<file path="config.mk">
export PLATFORM = sky130hd
export DESIGN_NAME = sys_master
export DESIGN_NICKNAME = d
export VERILOG_FILES = /design/src/soc_pkg.sv /design/src/host_cmd_master.sv /design/src/axi_dwidth_downsizer.sv /design/src/sys_master.sv
export SDC_FILE = /design/constraint.sdc
export NUM_CORES = 1
export LEC_CHECK = 0
export ABC_AREA = 1
export BUFFER_PORTS_ARGS = -buffer_cell sky130_fd_sc_hd__buf_2
export CORE_ASPECT_RATIO = 0.6
export CORE_UTILIZATION = 52
export DETAILED_ROUTE_END_ITERATION = 12
export PLACE_DENSITY = 0.85
export SYNTH_ARGS = -nofsm -noshare
export SYNTH_HDL_FRONTEND = slang
export SYNTH_SLANG_ARGS = --single-unit
</file>
<file path="constraint.sdc">
create_clock -name sys_clock_i -period 12.3 [get_ports sys_clock_i]
set_input_delay 0.615 -clock sys_clock_i [delete_from_list [all_inputs] [get_ports sys_clock_i]]
set_output_delay 0.615 -clock sys_clock_i [all_outputs]
set_load 0.005 [all_outputs]
</file>
<file path="src/soc_pkg.sv">
// SoC host-access package
// shared bus widths, reset hold length, host command types and AXI channel structs
package soc_pkg;

    localparam int unsigned ADDR_WIDTH      = 32;
    localparam int unsigned SOC_DATA_WIDTH  = 32;
    localparam int unsigned RST_HOLD_CYCLES = 4;
    localparam logic [1:0]  BURST_INCR      = 2'b01;

    typedef enum logic {
        HOST_READ  = 1'b0,
        HOST_WRITE = 1'b1
    } host_op_e;

    typedef enum logic [1:0] {
        OKAY   = 2'b00,
        SLVERR = 2'b10
    } axi_resp_e;

    // host side, always 64 bits wide; a 32-bit host uses the low half
    typedef struct packed {
        host_op_e               op;
        logic [ADDR_WIDTH-1:0]  addr;
        logic [63:0]            wdata;
        logic [7:0]             wstrb;
    } host_cmd_t;

    typedef struct packed {
        logic [63:0] rdata;
        axi_resp_e   resp;
    } host_rsp_t;

    typedef struct packed {
        logic [ADDR_WIDTH-1:0] addr;
        logic [7:0]            len;
        logic [2:0]            size;
        logic [1:0]            burst;
        logic                  valid;
    } axi_aw_t;

    typedef axi_aw_t axi_ar_t;

    typedef struct packed {
        logic [SOC_DATA_WIDTH-1:0]   data;
        logic [SOC_DATA_WIDTH/8-1:0] strb;
        logic                        last;
        logic                        valid;
    } axi_w_t;

    typedef struct packed {
        axi_resp_e resp;
        logic      valid;
    } axi_b_t;

    typedef struct packed {
        logic [SOC_DATA_WIDTH-1:0] data;
        axi_resp_e                 resp;
        logic                      last;
        logic                      valid;
    } axi_r_t;

    typedef struct packed {
        axi_aw_t aw;
        axi_w_t  w;
        axi_ar_t ar;
        logic    bready;
        logic    rready;
    } axi_req_t;

    typedef struct packed {
        axi_b_t b;
        axi_r_t r;
        logic   awready;
        logic   wready;
        logic   arready;
    } axi_rsp_t;

    // 64-bit flavour between the command master and the downsizer
    typedef struct packed {
        logic [63:0] data;
        logic [7:0]  strb;
        logic        last;
        logic        valid;
    } wide_w_t;

    typedef struct packed {
        logic [63:0] data;
        axi_resp_e   resp;
        logic        last;
        logic        valid;
    } wide_r_t;

    typedef struct packed {
        axi_aw_t aw;
        wide_w_t w;
        axi_ar_t ar;
        logic    bready;
        logic    rready;
    } wide_req_t;

    typedef struct packed {
        axi_b_t  b;
        wide_r_t r;
        logic    awready;
        logic    wready;
        logic    arready;
    } wide_rsp_t;

endpackage : soc_pkg

</file>
<file path="src/host_cmd_master.sv">
// Host command master
// turns a host command strobe into one single-beat AXI write or read
// and returns the B or R result as a response strobe
`timescale 1ns/1ps

module host_cmd_master #(
    parameter int unsigned DATA_WIDTH = 64,
    parameter type         req_t      = soc_pkg::wide_req_t,
    parameter type         rsp_t      = soc_pkg::wide_rsp_t
) (
    input  logic               sys_clock_i,
    input  logic               rst_n_i,
    input  logic               cmd_valid_i,
    input  soc_pkg::host_cmd_t cmd_i,
    output logic               rsp_valid_o,
    output soc_pkg::host_rsp_t rsp_o,
    output logic               busy_o,
    output req_t               axi_req_o,
    input  rsp_t               axi_rsp_i
);

    localparam int unsigned AW   = soc_pkg::ADDR_WIDTH;
    localparam int unsigned OFFS = $clog2(DATA_WIDTH / 8);  // byte offset bits

    typedef enum logic [2:0] {
        IDLE,
        WR_ADDR_DATA,
        WR_RESP,
        RD_ADDR,
        RD_DATA
    } state_e;

    state_e             state_q;
    logic               aw_done_q;
    logic               w_done_q;
    logic               rsp_valid_q;
    logic               aw_fire;
    logic               w_fire;
    soc_pkg::host_cmd_t cmd_q;
    soc_pkg::host_rsp_t rsp_q;
    soc_pkg::axi_aw_t   ax;

    assign aw_fire = axi_req_o.aw.valid && axi_rsp_i.awready;
    assign w_fire  = axi_req_o.w.valid && axi_rsp_i.wready;

    always_ff @(posedge sys_clock_i) begin
        if (!rst_n_i) begin
            state_q     <= IDLE;
            aw_done_q   <= 1'b0;
            w_done_q    <= 1'b0;
            rsp_valid_q <= 1'b0;
        end else begin
            rsp_valid_q <= 1'b0;
            case (state_q)
                IDLE: begin
                    if (cmd_valid_i) begin
                        aw_done_q <= 1'b0;
                        w_done_q  <= 1'b0;
                        if (cmd_i.op == soc_pkg::HOST_WRITE) begin
                            state_q <= WR_ADDR_DATA;
                        end else begin
                            state_q <= RD_ADDR;
                        end
                    end
                end
                WR_ADDR_DATA: begin
                    // AW and W may complete in different cycles
                    aw_done_q <= aw_done_q || aw_fire;
                    w_done_q  <= w_done_q || w_fire;
                    if ((aw_done_q || aw_fire) && (w_done_q || w_fire)) begin
                        state_q <= WR_RESP;
                    end
                end
                WR_RESP: begin
                    if (axi_rsp_i.b.valid) begin
                        state_q     <= IDLE;
                        rsp_valid_q <= 1'b1;
                    end
                end
                RD_ADDR: begin
                    if (axi_rsp_i.arready) state_q <= RD_DATA;
                end
                RD_DATA: begin
                    if (axi_rsp_i.r.valid) begin
                        state_q     <= IDLE;
                        rsp_valid_q <= 1'b1;
                    end
                end
                default: state_q <= IDLE;
            endcase
        end
    end

    always_ff @(posedge sys_clock_i) begin
        if (state_q == IDLE && cmd_valid_i) begin
            cmd_q      <= cmd_i;
            cmd_q.addr <= {cmd_i.addr[AW-1:OFFS], {OFFS{1'b0}}};  // bus aligned
        end
        if (state_q == WR_RESP && axi_rsp_i.b.valid) begin
            rsp_q.rdata <= '0;
            rsp_q.resp  <= axi_rsp_i.b.resp;
        end
        if (state_q == RD_DATA && axi_rsp_i.r.valid) begin
            rsp_q.rdata <= 64'(axi_rsp_i.r.data);
            rsp_q.resp  <= axi_rsp_i.r.resp;
        end
    end

    // single beat, full bus width
    assign ax = '{addr: cmd_q.addr, len: 8'd0, size: 3'(OFFS),
                  burst: soc_pkg::BURST_INCR, valid: 1'b0};

    always_comb begin
        axi_req_o.aw       = ax;
        axi_req_o.aw.valid = (state_q == WR_ADDR_DATA) && !aw_done_q;
        axi_req_o.w.data   = cmd_q.wdata[DATA_WIDTH-1:0];
        axi_req_o.w.strb   = cmd_q.wstrb[DATA_WIDTH/8-1:0];
        axi_req_o.w.last   = 1'b1;
        axi_req_o.w.valid  = (state_q == WR_ADDR_DATA) && !w_done_q;
        axi_req_o.ar       = ax;
        axi_req_o.ar.valid = (state_q == RD_ADDR);
        axi_req_o.bready   = (state_q == WR_RESP);
        axi_req_o.rready   = (state_q == RD_DATA);
    end

    assign rsp_valid_o = rsp_valid_q;
    assign rsp_o       = rsp_q;
    assign busy_o      = (state_q != IDLE) || rsp_valid_q;  // drops the cycle after rsp

    // host must wait for busy_o low before the next strobe
    a_no_cmd_while_busy: assert property (@(posedge sys_clock_i) disable iff (!rst_n_i)
        cmd_valid_i |-> !busy_o);

endmodule : host_cmd_master

</file>
<file path="src/axi_dwidth_downsizer.sv">
// AXI 64-to-32 downsizer
// a single 64-bit beat becomes a two-beat 32-bit INCR burst
// read beats are merged back into one 64-bit beat
`timescale 1ns/1ps

module axi_dwidth_downsizer (
    input  logic               sys_clock_i,
    input  logic               rst_n_i,
    input  soc_pkg::wide_req_t s_req_i,
    output soc_pkg::wide_rsp_t s_rsp_o,
    output soc_pkg::axi_req_t  m_req_o,
    input  soc_pkg::axi_rsp_t  m_rsp_i
);

    localparam int unsigned NW = soc_pkg::SOC_DATA_WIDTH;

    typedef enum logic {
        LOW_HALF,
        HIGH_HALF
    } phase_e;

    phase_e             w_phase_q;
    phase_e             r_phase_q;
    logic [NW-1:0]      rdata_lo_q;
    soc_pkg::axi_resp_e rresp_lo_q;
    logic               w_fire;
    logic               r_fire;

    assign w_fire = m_req_o.w.valid && m_rsp_i.wready;
    assign r_fire = m_rsp_i.r.valid && m_req_o.rready;

    always_comb begin
        m_req_o.aw      = s_req_i.aw;
        m_req_o.aw.len  = 8'd1;   // two beats
        m_req_o.aw.size = 3'd2;   // 4 bytes each
        m_req_o.ar      = s_req_i.ar;
        m_req_o.ar.len  = 8'd1;
        m_req_o.ar.size = 3'd2;

        if (w_phase_q == LOW_HALF) begin
            m_req_o.w.data = s_req_i.w.data[NW-1:0];
            m_req_o.w.strb = s_req_i.w.strb[NW/8-1:0];
        end else begin
            m_req_o.w.data = s_req_i.w.data[2*NW-1:NW];
            m_req_o.w.strb = s_req_i.w.strb[2*NW/8-1:NW/8];
        end
        m_req_o.w.last  = (w_phase_q == HIGH_HALF);
        m_req_o.w.valid = s_req_i.w.valid;
        m_req_o.bready  = s_req_i.bready;
        m_req_o.rready  = s_req_i.rready;

        s_rsp_o.awready = m_rsp_i.awready;
        s_rsp_o.arready = m_rsp_i.arready;
        s_rsp_o.wready  = m_rsp_i.wready && (w_phase_q == HIGH_HALF);  // wide beat done
        s_rsp_o.b       = m_rsp_i.b;

        s_rsp_o.r.data  = {m_rsp_i.r.data, rdata_lo_q};
        if (rresp_lo_q == soc_pkg::SLVERR || m_rsp_i.r.resp == soc_pkg::SLVERR) begin
            s_rsp_o.r.resp = soc_pkg::SLVERR;
        end else begin
            s_rsp_o.r.resp = soc_pkg::OKAY;
        end
        s_rsp_o.r.last  = m_rsp_i.r.last;
        s_rsp_o.r.valid = m_rsp_i.r.valid && (r_phase_q == HIGH_HALF);
    end

    always_ff @(posedge sys_clock_i) begin
        if (!rst_n_i) begin
            w_phase_q <= LOW_HALF;
            r_phase_q <= LOW_HALF;
        end else begin
            if (w_fire) begin
                w_phase_q <= (w_phase_q == LOW_HALF) ? HIGH_HALF : LOW_HALF;
            end
            if (r_fire) begin
                r_phase_q <= (r_phase_q == LOW_HALF) ? HIGH_HALF : LOW_HALF;
            end
        end
    end

    // hold the low read beat until the high one shows up
    always_ff @(posedge sys_clock_i) begin
        if (r_fire && r_phase_q == LOW_HALF) begin
            rdata_lo_q <= m_rsp_i.r.data;
            rresp_lo_q <= m_rsp_i.r.resp;
        end
    end

    // only single-beat wide transfers are split
    a_wide_aw_single: assert property (@(posedge sys_clock_i) disable iff (!rst_n_i)
        s_req_i.aw.valid |-> s_req_i.aw.len == 8'd0);
    a_wide_ar_single: assert property (@(posedge sys_clock_i) disable iff (!rst_n_i)
        s_req_i.ar.valid |-> s_req_i.ar.len == 8'd0);

endmodule : axi_dwidth_downsizer

</file>
<file path="src/sys_master.sv">
// System master
// holds the SoC in reset for a fixed count after rst_n_i releases,
// then builds the host master path for a 64-bit or 32-bit host
`timescale 1ns/1ps

module sys_master #(
    parameter int unsigned HOST_DATA_WIDTH = 64
) (
    input  logic               sys_clock_i,
    input  logic               rst_n_i,
    input  logic               cmd_valid_i,
    input  soc_pkg::host_cmd_t cmd_i,
    output logic               rsp_valid_o,
    output soc_pkg::host_rsp_t rsp_o,
    output logic               busy_o,
    output logic               sys_resetn_o,
    output soc_pkg::axi_req_t  m_axi_req_o,
    input  soc_pkg::axi_rsp_t  m_axi_rsp_i
);

    localparam int unsigned HOLD  = soc_pkg::RST_HOLD_CYCLES;
    localparam int unsigned CNT_W = $clog2(HOLD + 1);

    logic [CNT_W-1:0] hold_cnt_q;

    always_ff @(posedge sys_clock_i) begin
        if (!rst_n_i) begin
            hold_cnt_q   <= '0;
            sys_resetn_o <= 1'b0;
        end else if (!sys_resetn_o) begin
            hold_cnt_q   <= hold_cnt_q + 1'b1;
            sys_resetn_o <= (hold_cnt_q == CNT_W'(HOLD - 1));  // high after HOLD cycles
        end
    end

    if (HOST_DATA_WIDTH == 64) begin : g_wide_host
        soc_pkg::wide_req_t wide_req;
        soc_pkg::wide_rsp_t wide_rsp;

        host_cmd_master #(
            .DATA_WIDTH ( HOST_DATA_WIDTH     ),
            .req_t      ( soc_pkg::wide_req_t ),
            .rsp_t      ( soc_pkg::wide_rsp_t )
        ) u_cmd_master (
            .sys_clock_i ( sys_clock_i  ),
            .rst_n_i     ( sys_resetn_o ),
            .cmd_valid_i ( cmd_valid_i  ),
            .cmd_i       ( cmd_i        ),
            .rsp_valid_o ( rsp_valid_o  ),
            .rsp_o       ( rsp_o        ),
            .busy_o      ( busy_o       ),
            .axi_req_o   ( wide_req     ),
            .axi_rsp_i   ( wide_rsp     )
        );

        axi_dwidth_downsizer u_downsizer (
            .sys_clock_i ( sys_clock_i  ),
            .rst_n_i     ( sys_resetn_o ),
            .s_req_i     ( wide_req     ),
            .s_rsp_o     ( wide_rsp     ),
            .m_req_o     ( m_axi_req_o  ),
            .m_rsp_i     ( m_axi_rsp_i  )
        );
    end else if (HOST_DATA_WIDTH == 32) begin : g_narrow_host
        // JTAG-style host, straight onto the SoC bus
        host_cmd_master #(
            .DATA_WIDTH ( HOST_DATA_WIDTH    ),
            .req_t      ( soc_pkg::axi_req_t ),
            .rsp_t      ( soc_pkg::axi_rsp_t )
        ) u_cmd_master (
            .sys_clock_i ( sys_clock_i  ),
            .rst_n_i     ( sys_resetn_o ),
            .cmd_valid_i ( cmd_valid_i  ),
            .cmd_i       ( cmd_i        ),
            .rsp_valid_o ( rsp_valid_o  ),
            .rsp_o       ( rsp_o        ),
            .busy_o      ( busy_o       ),
            .axi_req_o   ( m_axi_req_o  ),
            .axi_rsp_i   ( m_axi_rsp_i  )
        );
    end else begin : g_bad_width
        $error("sys_master: HOST_DATA_WIDTH must be 32 or 64");
    end

endmodule : sys_master

</file>
; ---- After elaboration in Yosys (flattened, before gate mapping)
; Index checks and enable logic that the tools add are counted.
[op_classes]
add_sub_neg = 1
eq_ne = 12
bitwise_logic = 1
n_mux = 20
reduce_logical = 25
[op_table]
columns = op, count
row1 = 66-bit 2-to-1 mux, 2
row2 = 36-bit 2-to-1 mux, 1
row3 = 3-bit 2-to-1 mux, 5
row4 = 3-bit one-hot mux with 5 select lines, 1
row5 = 1-bit logical AND, 13
row6 = "3-bit by 2-bit == test with 1-bit output, second input constant", 3
row7 = 1-bit 2-to-1 mux, 6
row8 = "2-bit by 1-bit != test with 1-bit output, second input constant", 3
row9 = 1-bit one-hot mux with 2 select lines, 3
row10 = 5-bit AND reduction, 1
row11 = "2-bit == test, second input constant", 2
row12 = 1-bit logical OR, 4
row13 = 2-bit 2-to-1 mux, 2
row14 = "2-bit != test, second input constant", 2
row15 = 2-bit nonzero test, 2
row16 = "3-bit by 1-bit adder with 3-bit output, second input constant", 1
row17 = "3-bit by 1-bit == test with 1-bit output, second input constant", 1
row18 = "3-bit == test, second input constant", 1
row19 = 3-bit zero test, 1
row20 = 3-bit nonzero test, 1
row21 = 1-bit zero test, 2
row22 = 2-bit AND reduction, 1
row23 = 1-bit NOT, 1
[totals]
elab_cells = 74
register_bits = 213
output_inout_bits = 201
in_bits = 150

; ---- Longest topological paths before layout
; Gate-level depths: netlist of run 1.
[logic_depth]
depth_word = 7
ltp_mapped = 10
depth_no_buf = 10

; ---- By module
; Synthesis of run 1 repeated with hierarchy kept, for this count alone.
[unflattened]
cells_unflattened = 762
hier_area_um2 = 9633.0
[by_module_without_submodules]
columns = module, area_per_inst_um2, seq_area_each_um2, cells_each, instances
row1 = host_cmd_master, 6785.3, 5134.9, 433, 1
row2 = axi_dwidth_downsizer, 2678.8, 1061.0, 307, 1
row3 = sys_master, 168.9, 80.1, 22, 1

; ---- Least setup slack after synthesis of run 1
; No wires, ideal clock.
[synth_path]
path_type = input port to flip-flop
from = input cmd_valid_i
to = register g_wide_host.u_cmd_master.cmd_q, in the netlist g_wide_host.u_cmd_master.axi_req_o[100], enable pin
arrival_time_ns = 4.918
slack_ns = 6.817
required_ns = 11.736
cell_stages = 2
path_cell_list = inv_1 > nor2_1
[synth_between]
elab_chain_len = 1
[synth_lines]
columns = element, line
row1 = from (decl), sys_master.sv:11  ; input logic cmd_valid_i,
row2 = 1-bit logical AND, host_cmd_master.sv:95  ; if (state_q == IDLE && cmd_valid_i) begin
row3 = to (signal assigned), host_cmd_master.sv:96  ; cmd_q <= cmd_i;
row4 = to (decl), host_cmd_master.sv:39  ; soc_pkg::host_cmd_t cmd_q;
; Every way passes these cells.
; A chain may end at the register's enable or synchronous reset.

; ---- Worst setup path in the final report of run 1
[layout_path]
from = register g_wide_host.u_cmd_master.state_q[1]
to = register g_wide_host.u_cmd_master.cmd_q, in the netlist g_wide_host.u_cmd_master.axi_req_o[74], enable pin
[layout_between]
elab_chain_len = 2
[layout_lines]
columns = element, line
row1 = from (decl), host_cmd_master.sv:33  ; state_e state_q;
row2 = from (signal assigned), host_cmd_master.sv:48  ; state_q <= IDLE;
row3 = from (signal assigned), host_cmd_master.sv:60  ; state_q <= WR_ADDR_DATA;
row4 = from (signal assigned), host_cmd_master.sv:62  ; state_q <= RD_ADDR;
row5 = 3-bit zero test, host_cmd_master.sv:95
row6 = 1-bit logical AND, host_cmd_master.sv:95
; Every way passes these cells.

==> results of run 1 <==
-- where the power goes --
part	switching [mW]	internal [mW]
registers	0.0150	0.838
clock network	0.249	0.374
logic	0.0647	0.0483
-- layout by cell type (no fill, tap or decap) --
cell,n
nor2_4,15
bufinv_16,3
dfxtp_1,12
o22ai_1,1
clkbuf_16,21
buf_2,314
or2_2,1
o21ai_4,1
clkinv_1,3
nand2_1,130
nand3b_1,1
clkbuf_1,4
conb_1,32
buf_4,4
clkinv_2,5
xor2_1,1
nor2_1,40
o21ai_0,5
a21oi_1,4
nor2_2,32
ha_1,2
edfxtp_1,201
inv_2,1
nand3_2,1
nand3_1,5
inv_1,87
nand2_2,3
-- how the worst max path moves through the flow --
stage               slack [ns]  depth (start not counted)                                             start                                                 to
floorplan                 6.82                          2                                       cmd_valid_i  g_wide_host.u_cmd_master.axi_req_o[100]$_DFFE_PP_
global placement          9.38                          7                                    m_axi_rsp_i[3]   g_wide_host.u_cmd_master.rsp_o[48]$_SDFFCE_PN0P_
detailed placement        9.35                          7                                    m_axi_rsp_i[3]   g_wide_host.u_cmd_master.rsp_o[62]$_SDFFCE_PN0P_
CTS                       9.48                          4  g_wide_host.u_cmd_master.state_q[2]$_SDFFE_PN0P_   g_wide_host.u_cmd_master.axi_req_o[74]$_DFFE_PP_
global route              9.27                          4  g_wide_host.u_cmd_master.state_q[1]$_SDFFE_PN0P_   g_wide_host.u_cmd_master.axi_req_o[57]$_DFFE_PP_
finish                    9.53                          4  g_wide_host.u_cmd_master.state_q[1]$_SDFFE_PN0P_   g_wide_host.u_cmd_master.axi_req_o[74]$_DFFE_PP_
-- flip-flops by register name, indices dropped and copies added (netlist names) --
signal	flops
g_wide_host.u_cmd_master.axi_req_o	101
g_wide_host.u_cmd_master.aw_done_q	1
g_wide_host.u_cmd_master.w_done_q	1
hold_cnt_q	3
g_wide_host.u_downsizer.r_phase_q	1
g_wide_host.u_cmd_master.rsp_o	66
g_wide_host.u_cmd_master.rsp_valid_o	1
g_wide_host.u_cmd_master.state_q	3
g_wide_host.u_downsizer.rdata_lo_q	32
g_wide_host.u_downsizer.rresp_lo_q	2
sys_resetn_o	1
g_wide_host.u_downsizer.w_phase_q	1
-- worst register-to-register path: cells and delay by family (launching register included) --
family / cells / cell delay [ns]
simple gates: 3 / 1.18
buf+inv: 1 / 0.78
flops: 1 / 0.39
-- final cells by class --
| class | count | area, sq um | share of cell area, % |
|---|---|---|---|
| inverter | 89 | 335 | 3.21 |
| multi-input combinational | 274 | 1300 | 12.4 |
| timing repair buffer | 318 | 1600 | 15.4 |
| sequential | 213 | 6280 | 60.2 |
| clock inverter | 10 | 121 | 1.16 |
| tap | 209 | 262 | 2.51 |
| clock buffer | 25 | 541 | 5.18 |
-- per-layer routing --
layer	wire length (um)	GRT usage, %	up-vias	share of wire (%)
li1	-	-	2501	-
met1	6770	23.4	2407	40
met3	1270	5.63	41	7.5
met5	0	0	-	0
met2	8380	32.9	207	49
met4	536	7.27	0	3.2
-- cell families after synthesis --
family,count (synthesis),share of synthesized area [%]
adders and majority gates,2,0.291
DFF,213,72.9
AOI/OAI and AO/OA,11,0.654
other,2,0.0872
and+or+nand+nor,228,12.3
buffers and inverters,201,13.7
xor gates and xnor gates,1,0.102
==> key figures, run 1 <==
Status
  – Status: finished, final reports clean

Finish
  – Final net count: 1068
  – Design area: 10400 sq um
  – Number of diodes: 0
  – Non-filler cells, final: 1138
  – Fillcell total: 1188
  – Layout cells sized above 1: 43.2%
  – Layout Utilization: 64.3%
  – Area grow syn2layout: 21.1%

Floorplanning
  – Die W: 168 um
  – Core Region: 16200 sq um
  – Vert. Die Dim: 102 um
  – Initial Utilization: 53.1%
  – Die area: 17100 sq um
  – Site Rows: 36
  – Ports: 351

Critical path
  – FF-to-FF setup slack: 9.53 ns
  – Crit path kind: reg2reg
  – Worst endpoint required time: 12.41 ns
  – CP Cell Sequence: nor2_2 > nand2_1 > nor2_4 > buf_4
  – Crit end category: flop
  – Worst path buffer plus inverter count: 1
  – Crit-path max FO: 67
  – Largest delay contributor family on the critical path: simple AND/OR/NAND/NOR gates
  – Worst flop-to-flop path startpoint: g_wide_host.u_cmd_master.state_q[1]$_SDFFE_PN0P_
  – Crit-path max cell delay: 0.78 ns
  – Critical Path AT: 2.88 ns
  – Reg2reg end: g_wide_host.u_cmd_master.axi_req_o[74]$_DFFE_PP_
  – Max stage delay cell, worst path: nor2_4
  – R2r worst-path depth: 4
  – Startpoint Class: flop

Synthesis
  – Synth cell types: 25
  – Flops & latches, synth: 213
  – Yosys top cell area share: 70.1%
  – Ys flop type: edfxtp_1
  – Synth Cell Area: 8610 sq um
  – Most common cell in the netlist: edfxtp_1
  – Most frequent cells after synthesis: edfxtp_1, nand2_1, buf_4
  – Largest cells by area after synthesis: edfxtp_1, buf_4, nand2_1
  – Yosys Warn Count: 0
  – Yosys top cell by area: edfxtp_1
  – Post-synth EDFFs: 201
  – Mean Syn Cell Area: 13.1 sq um
  – Sequential area share after synthesis: 72.9%
  – Mapped Cells: 658
  – Post-synthesis async set-or-reset flop share: 0%

GRT
  – First-pass GRT wire length: 24.9 mm
  – GRT Util Overall: 19.2%
  – Vias in the first global route: 4870
  – Largest net degree at the start of global routing: 68
  – Initial antenna violation count: 0
  – GR Overflow Total: 0

Clock network
  – Clock Sinks: 213
  – Clk Tree Root Cell: clkbuf_16
  – # resized after CTS: 0
  – CTS HTree Levels: 1
  – Bufs on Longest Clock Path: 3
  – CTS tree: done
  – TritonCTS Buffers: 20
  – Post-CTS Hold Buffers: 0
  – Worst-path clk slew: 0.07 ns
  – Clk_lat worst skew: 0.48 ns
  – Post-CTS Setup Inserts: 0

Timing
  – Final min period: 2.77 ns
  – Max-slew headroom: 27.9%
  – Final Hold Viols: 0
  – Final period utilization: 22.5%
  – Final setup viols: 0
  – RSZ-0062 raised after global routing: false
  – Tightest Pin Transition: 1.08 ns
  – Clock Skews: 0.00870 ns
  – Fin Setup TNS: 0 ns
  – Pins Over Slew Limit: 0
  – Max Freq: 361 MHz
  – Fin worst setup slack: 9.53 ns
  – WHS: 0.304 ns

Power
  – Maximum VDD drop: 0.0988 mV
  – Pleak: 4.76 nW
  – Cell area power density: 152 nW/um^2
  – Power Total: 1.59 mW

Drt
  – Final ANT Viol Nets: 0
  – DR pass1 iterations: 7
  – DRC Markers: 0
  – DRT Wirelength: 17.0 mm
  – Via Count: 5156
  – Vias/cell: 4.53
  – Post-detailed-route wirelength per cell: 14.9 um
  – Initial DRC count: 242

Placement
  – Placed inst area: 9770 sq um
  – DP Cell Count: 1103
  – Port bufs: 314
  – Hpwl dp: 12.2 mm
  – Dpl ws: 9.35 ns
  – RePlAce Congestion: 0.730

Min path
  – Hold Path Stages: 1
  – HP Class: in2reg
  – Hold_sp: cmd_i[44]
  – Hold path endpoint: g_wide_host.u_cmd_master.axi_req_o[94]$_DFFE_PP_

Job
  – Max cap viols: 0
Note: power is estimated with default switching activity, not from simulation.
==> run 2, diff against run 1 <==
--- a/config.mk
+++ b/config.mk
@@ -8,9 +8,9 @@
 export ABC_AREA = 1
 export BUFFER_PORTS_ARGS = -buffer_cell sky130_fd_sc_hd__buf_2
 export CORE_ASPECT_RATIO = 0.6
-export CORE_UTILIZATION = 52
+export CORE_UTILIZATION = 48
 export DETAILED_ROUTE_END_ITERATION = 12
-export PLACE_DENSITY = 0.85
+export PLACE_DENSITY = 0.8
 export SYNTH_ARGS = -nofsm -noshare
 export SYNTH_HDL_FRONTEND = slang
 export SYNTH_SLANG_ARGS = --single-unit
==> constraint.sdc (replaced) <==
create_clock -name sys_clock_i -period 2.6 [get_ports sys_clock_i]
set_input_delay 0.13 -clock sys_clock_i [delete_from_list [all_inputs] [get_ports sys_clock_i]]
set_output_delay 0.13 -clock sys_clock_i [all_outputs]
set_load 0.005 [all_outputs]
==> run 2 against run 1 <==
Compared with the run above: sequential cell count is the same; cell count rose by 15%; combinational power grew to 6.6 times the previous value; clock skew up 0.0038 ns; via count grew 14%; total power increased to 4.8 times the previous value; largest cell class unchanged; critical path depth is the same; cell area rose by 14%; global-route usage rose by 2.6 points; critical endpoint is now m_axi_req_o[53]; clock-buffer cell count up 1; non-clock buffer count increased by 144.
==> key figures, run 2 (synthesis results as in run 1) <==
Status
  – Status: finished, final reports clean

Drt
  – DRC Markers: 0
  – Initial DRC count: 377
  – Vias/cell: 4.48
  – Post-detailed-route wirelength per cell: 15.8 um
  – DRT Wirelength: 20.7 mm
  – Final ANT Viol Nets: 0
  – Via Count: 5860
  – DR pass1 iterations: 5

Finish
  – Layout Utilization: 68.5%
  – Design area: 11900 sq um
  – Layout cells sized above 1: 37.9%
  – Largest register FFs: 101
  – Commonest non-fill, non-tap cells in the layout: buf_2, edfxtp_1, dlygate4sd3_1, nand2_1, inv_1
  – Final net count: 1212
  – Commonest non-fill, non-tap cell in the layout: buf_2
  – Number of diodes: 0
  – Area grow syn2layout: 38.2%

Critical path
  – Crit path kind: reg2out
  – Worst endpoint required time: 2.47 ns
  – Crit end category: output port
  – Startpoint Class: flop
  – Critical Path AT: 1.91 ns
  – Crit-path max FO: 37

Timing
  – Tightest Pin Transition: 0.737 ns
  – Fin Setup TNS: 0 ns
  – Max Freq: 490 MHz
  – Fin worst setup slack: 0.557 ns
  – WHS: 0.0556 ns
  – Pins Over Slew Limit: 0
  – Final setup viols: 0
  – RSZ-0062 raised after global routing: false
  – Clock Skews: 0.0125 ns
  – Final Hold Viols: 0
  – Final min period: 2.04 ns
  – Final period utilization: 78.6%
  – Max-slew headroom: 50.8%

Clock network
  – Post-CTS Setup Inserts: 0
  – Bufs on Longest Clock Path: 3
  – Clk Tree Root Cell: clkbuf_16
  – Worst-path clk slew: 0.07 ns
  – Clk_lat worst skew: 0.49 ns
  – Clock Sinks: 213
  – CTS tree: done
  – CTS HTree Levels: 1
  – TritonCTS Buffers: 20

Job
  – Max cap viols: 0

Power
  – Pleak: 5.36 nW
  – Maximum VDD drop: 0.426 mV
  – Cell area power density: 640 nW/um^2

GRT
  – Vias in the first global route: 6026
  – GR Overflow Total: 0
  – GRT Util Overall: 21.8%
  – Initial antenna violation count: 0
  – First-pass GRT wire length: 31.0 mm
  – Largest net degree at the start of global routing: 67

Placement
  – Hpwl dp: 12.5 mm
  – Port bufs: 314
  – Dpl ws: 0.695 ns
  – RePlAce Congestion: 0.772
  – Placed inst area: 9870 sq um

Floorplanning
  – Core Region: 17400 sq um
  – Initial Utilization: 49.6%
  – Site Rows: 37
  – Ports: 351
  – Die area: 18500 sq um
  – Vert. Die Dim: 106 um
  – Die W: 175 um

Min path
  – HP Class: in2reg
-- run 2: cell count changes in the layout (fill, tap and decap cells not counted) --
cell,previous run,this run
dlygate4sd3_1,0,140
buf_12,0,3
bufinv_16,3,1
buf_4,4,5
clkbuf_8,0,1
clkinv_1,3,2
clkinv_2,5,6
clkinvlp_4,0,1
nand2_1,130,129
nand2_2,3,4
-- run 2: power breakdown --
part / internal (mW) / switching (mW) / total [mW]
combinational: 0.383 / 0.369 / 0.751
clock: 1.60 / 1.22 / 2.83
sequential: 3.96 / 0.0772 / 4.04
total: 5.95 / 1.67 / 7.62
-- run 2: cell type report --
cell class              instances  area, sq um
clock inverters                 9         70.1
well taps                     234          293
repair buffers                462         3070
fillers                      1166         5460
clock buffers                  26          554
flip-flops and latches        213         6280
inverters                      89          335
multi-input cells             274         1300
-- run 2: layer usage --
metal / wire length [um] / part of all wire (%) / global-route usage, %
met1: 8030 / 39 / 25.8
met2: 11000 / 53 / 40.4
met3: 1100 / 5.3 / 3.72
met4: 560 / 2.7 / 7.08
met5: 0 / 0 / 0
-- run 2: repair_timing --
item,4_1_cts,5_1_grt
resized for setup,0,0
endpoints found under the hold margin,174,0
hold buffers,140,0
-- run 2: critical path, cell delays in order, from the launching register on --
cell,delay (ns)
dfxtp_1,0.32
inv_2,0.54
nand2_1,0.20
nand2_1,0.21
buf_2,0.16
-- run 2: worst paths after layout --
kind / start / endpoint / slack, ns / depth (start not counted)
setup / recovery: g_wide_host.u_downsizer.w_phase_q$_SDFFE_PN0P_ / m_axi_req_o[53] / 0.56 / 4
hold / removal: cmd_i[104] / g_wide_host.u_cmd_master.state_q[1]$_SDFFE_PN0P_ / 0.06 / 6
setup reg to reg: g_wide_host.u_cmd_master.state_q[1]$_SDFFE_PN0P_ / g_wide_host.u_cmd_master.rsp_o[15]$_SDFFCE_PN0P_ / 0.67 / 5
hold reg to reg: hold_cnt_q[0]$_SDFFE_PN0N_ / hold_cnt_q[0]$_SDFFE_PN0N_ / 0.54 / 2
-- run 2: stage by stage --
| stage | power, mW | cells |
|---|---|---|
| after floorplan | 4.47 | 688 |
| after global placement | 4.64 | 1132 |
| after detailed placement | 4.66 | 1132 |
| after CTS | 7.62 | 1307 |
| after global routing | 7.87 | 1307 |
| final | 7.62 | 1307 |
==> run 3, diff against run 2 <==
--- a/config.mk
+++ b/config.mk
@@ -5,7 +5,7 @@
 export SDC_FILE = /design/constraint.sdc
 export NUM_CORES = 1
 export LEC_CHECK = 0
-export ABC_AREA = 1
+export ABC_AREA = 0
 export BUFFER_PORTS_ARGS = -buffer_cell sky130_fd_sc_hd__buf_2
 export CORE_ASPECT_RATIO = 0.6
 export CORE_UTILIZATION = 48
==> constraint.sdc (replaced) <==
create_clock -name sys_clock_i -period 2.1 [get_ports sys_clock_i]
set_input_delay 0.105 -clock sys_clock_i [delete_from_list [all_inputs] [get_ports sys_clock_i]]
set_output_delay 0.105 -clock sys_clock_i [all_outputs]
set_load 0.005 [all_outputs]
==> run 3 against run 2 <==
Compared with the run above: sequential cell count stayed put; sequential share of layout area grew 0.94 points; worst hold slack gained 0.0089 ns; critical path depth did not move; clock power grew 22%; non-clock buffer count grew 5; cell count fell by 13%; global-route usage down 0.57 points; via count decreased by 11%; largest power group unchanged.
==> key figures, run 3 <==
GRT
  – GRT Util Overall: 21.3%
  – Largest net degree at the start of global routing: 68
  – First-pass GRT wire length: 28.9 mm
  – Vias in the first global route: 5465
  – GR Overflow Total: 0
  – Initial antenna violation count: 0

Power
  – Comb pwr share: 9.3%
  – Maximum VDD drop: 0.619 mV
  – Cell area power density: 793 nW/um^2
  – Switch Pwr: 1.94 mW
  – Pleak: 4.61 nW
  – Power Total: 9.27 mW
  – Switching share of power: 20.9%
  – Sequential Power Share: 53.6%
  – Clk pwr share: 37.1%
  – Internal: 7.33 mW

Drt
  – Vias/cell: 4.58
  – DRT Wirelength: 19.3 mm
  – Post-detailed-route wirelength per cell: 17.0 um
  – Initial DRC count: 340
  – Via Count: 5200
  – Final ANT Viol Nets: 0
  – DRC Markers: 0
  – DR pass1 iterations: 5

Finish
  – Area grow syn2layout: 40.5%
  – Final net count: 1046
  – Largest register FFs: 101
  – Layout cells sized above 1: 43.8%
  – Commonest non-fill, non-tap cell in the layout: buf_2
  – Commonest non-fill, non-tap cells in the layout: buf_2, edfxtp_1, dlygate4sd3_1, and2_1, mux2_2
  – Number of diodes: 0

Critical path
  – Worst path buffer plus inverter count: 1
  – Crit-path max cell delay: 0.55 ns
  – FF-to-FF setup slack: 0.29 ns
  – Max stage delay cell, worst path: dfxtp_1
  – CP Cell Sequence: nor3b_4 > and3_4 > a21o_4 > buf_12
  – Crit-path max FO: 45
  – Largest delay contributor family on the critical path: flip-flops
  – Worst endpoint required time: 2.26 ns
  – Startpoint Class: flop
  – Crit path kind: reg2reg
  – Crit end category: flop
  – Critical Path AT: 1.96 ns

Synthesis
  – Most common cell in the netlist: edfxtp_1
  – Flops & latches, synth: 213
  – Yosys top cell by area: edfxtp_1
  – Synth Cell Area: 8320 sq um
  – Synth cell types: 35
  – Yosys Warn Count: 0
  – Post-synth EDFFs: 201
  – Mapped Cells: 486
  – Post-synthesis async set-or-reset flop share: 0%
  – Ys flop type: edfxtp_1
  – Mean Syn Cell Area: 17.1 sq um
  – Largest cells by area after synthesis: edfxtp_1, buf_4, and2_1
  – Sequential area share after synthesis: 75.4%
  – Yosys top cell area share: 72.5%
  – Most frequent cells after synthesis: edfxtp_1, buf_4, and2_1

Timing
  – Final min period: 1.81 ns
  – Final period utilization: 86.1%
  – Fin Setup TNS: 0 ns
  – Final Hold Viols: 0
  – WHS: 0.0645 ns
  – Pins Over Slew Limit: 0
  – RSZ-0062 raised after global routing: false
  – Clock Skews: 0.00879 ns
  – Final setup viols: 0
  – Max Freq: 553 MHz

Placement
  – RePlAce Congestion: 0.793
  – Port bufs: 314
  – Hpwl dp: 11.8 mm

Clock network
  – Bufs on Longest Clock Path: 3
  – Worst-path clk slew: 0.06 ns
  – TritonCTS Buffers: 20
  – Clk Tree Root Cell: clkbuf_16
  – CTS tree: done
  – Clk_lat worst skew: 0.48 ns
  – # resized after CTS: 0
  – Clock Sinks: 213
  – CTS HTree Levels: 1

Floorplanning
  – Initial Utilization: 50.2%
  – Core Region: 16600 sq um
  – Ports: 351
  – Die area: 17900 sq um
  – Die W: 172 um
  – Vert. Die Dim: 104 um
  – Site Rows: 36

Job
  – Max cap viols: 0

Min path
  – HP Class: in2reg

Status
  – Status: finished, final reports clean
-- run 3: cell types whose count changed in the layout (fill, tap and decap cells not counted), moves of 15 or more --
cell | before | now
inv_1 | 87 | 1
nor2_2 | 32 | 1
mux2_2 | 0 | 36
nor2_1 | 40 | 5
nand2_1 | 129 | 4
and2_1 | 0 | 71
nor2_4 | 15 | 0
-- run 3: worst reg2reg max path: stages, from the launching register on --
cell and delay [ns]:
dfxtp_1 0.55, nor3b_4 0.31, and3_4 0.24, a21o_4 0.12
buf_12 0.25
-- run 3: final cells by class --
type,count,area (sq um)
tap,228,285
clock buffer,25,541
timing repair buffer,467,3160
inverter,1,3.75
clock inverter,11,82.6
fill,1050,4880
multi-input combinational,191,1350
sequential,213,6280
-- run 3: logic make-up after synthesis --
kind of cell | after synthesis | synth area share, %
other | 2 | 0.0902
buffers and inverters | 112 | 9.94
adders and majority gates | 2 | 0.301
xor gates and xnor gates | 3 | 0.316
and+or+nand+nor | 102 | 7.71
AOI/OAI and AO/OA | 14 | 1.14
DFF | 213 | 75.4
muxes | 38 | 5.11
-- run 3: metal layers --
layer	vias up	share of wire (%)	global-route usage (%)
li1	2432	-	-
met1	2523	40	25.3
met2	205	52	38.9
met3	40	5.1	4.07
met4	0	2.5	5.94
met5	-	0	0
-- run 3: final timing paths --
path,start,to,cells past startpoint
max reg2reg,g_wide_host.u_cmd_master.state_q[2]$_SDFFE_PN0P_,g_wide_host.u_cmd_master.rsp_o[30]$_SDFFCE_PN0P_,4
min,cmd_i[104],g_wide_host.u_cmd_master.state_q[1]$_SDFFE_PN0P_,4
min reg2reg,g_wide_host.u_downsizer.rdata_lo_q[27]$_DFFE_PP_,g_wide_host.u_cmd_master.rsp_o[29]$_SDFFCE_PN0P_,1
max,g_wide_host.u_cmd_master.state_q[2]$_SDFFE_PN0P_,g_wide_host.u_cmd_master.rsp_o[30]$_SDFFCE_PN0P_,4
-- run 3: power groups by stage --
stage,logic [mW],registers [mW],clock network (mW)
CTS,0.841,4.96,3.49
global route,0.939,4.99,3.67
finish,0.866,4.97,3.44
global placement,0.615,5.04,0
detailed placement,0.630,5.05,0
floorplan,0.390,5.03,0
-- run 3: timing repair --
item                                   in CTS  in global routing
endpoints found under the hold margin     175                  0
setup endpoints to repair                   0                  0
hold buffers                              140                  0
setup buffers                               0                  0
-- run 3: per-stage QoR --
| stage | utilization, % | std cells | setup slack [ns] | instance area [sq um] |
|---|---|---|---|---|
| final | 70.5 | 1136 | 0.292 | 11700 |
| after CTS | 70.5 | 1136 | 0.304 | 11700 |
| after floorplan | - | 516 | 0.0580 | 8450 |
| after global placement | 58.3 | 960 | 0.371 | 9670 |
| after detailed placement | 58.3 | 960 | 0.310 | 9670 |
| after global routing | 70.5 | 1136 | 0.204 | 11700 |
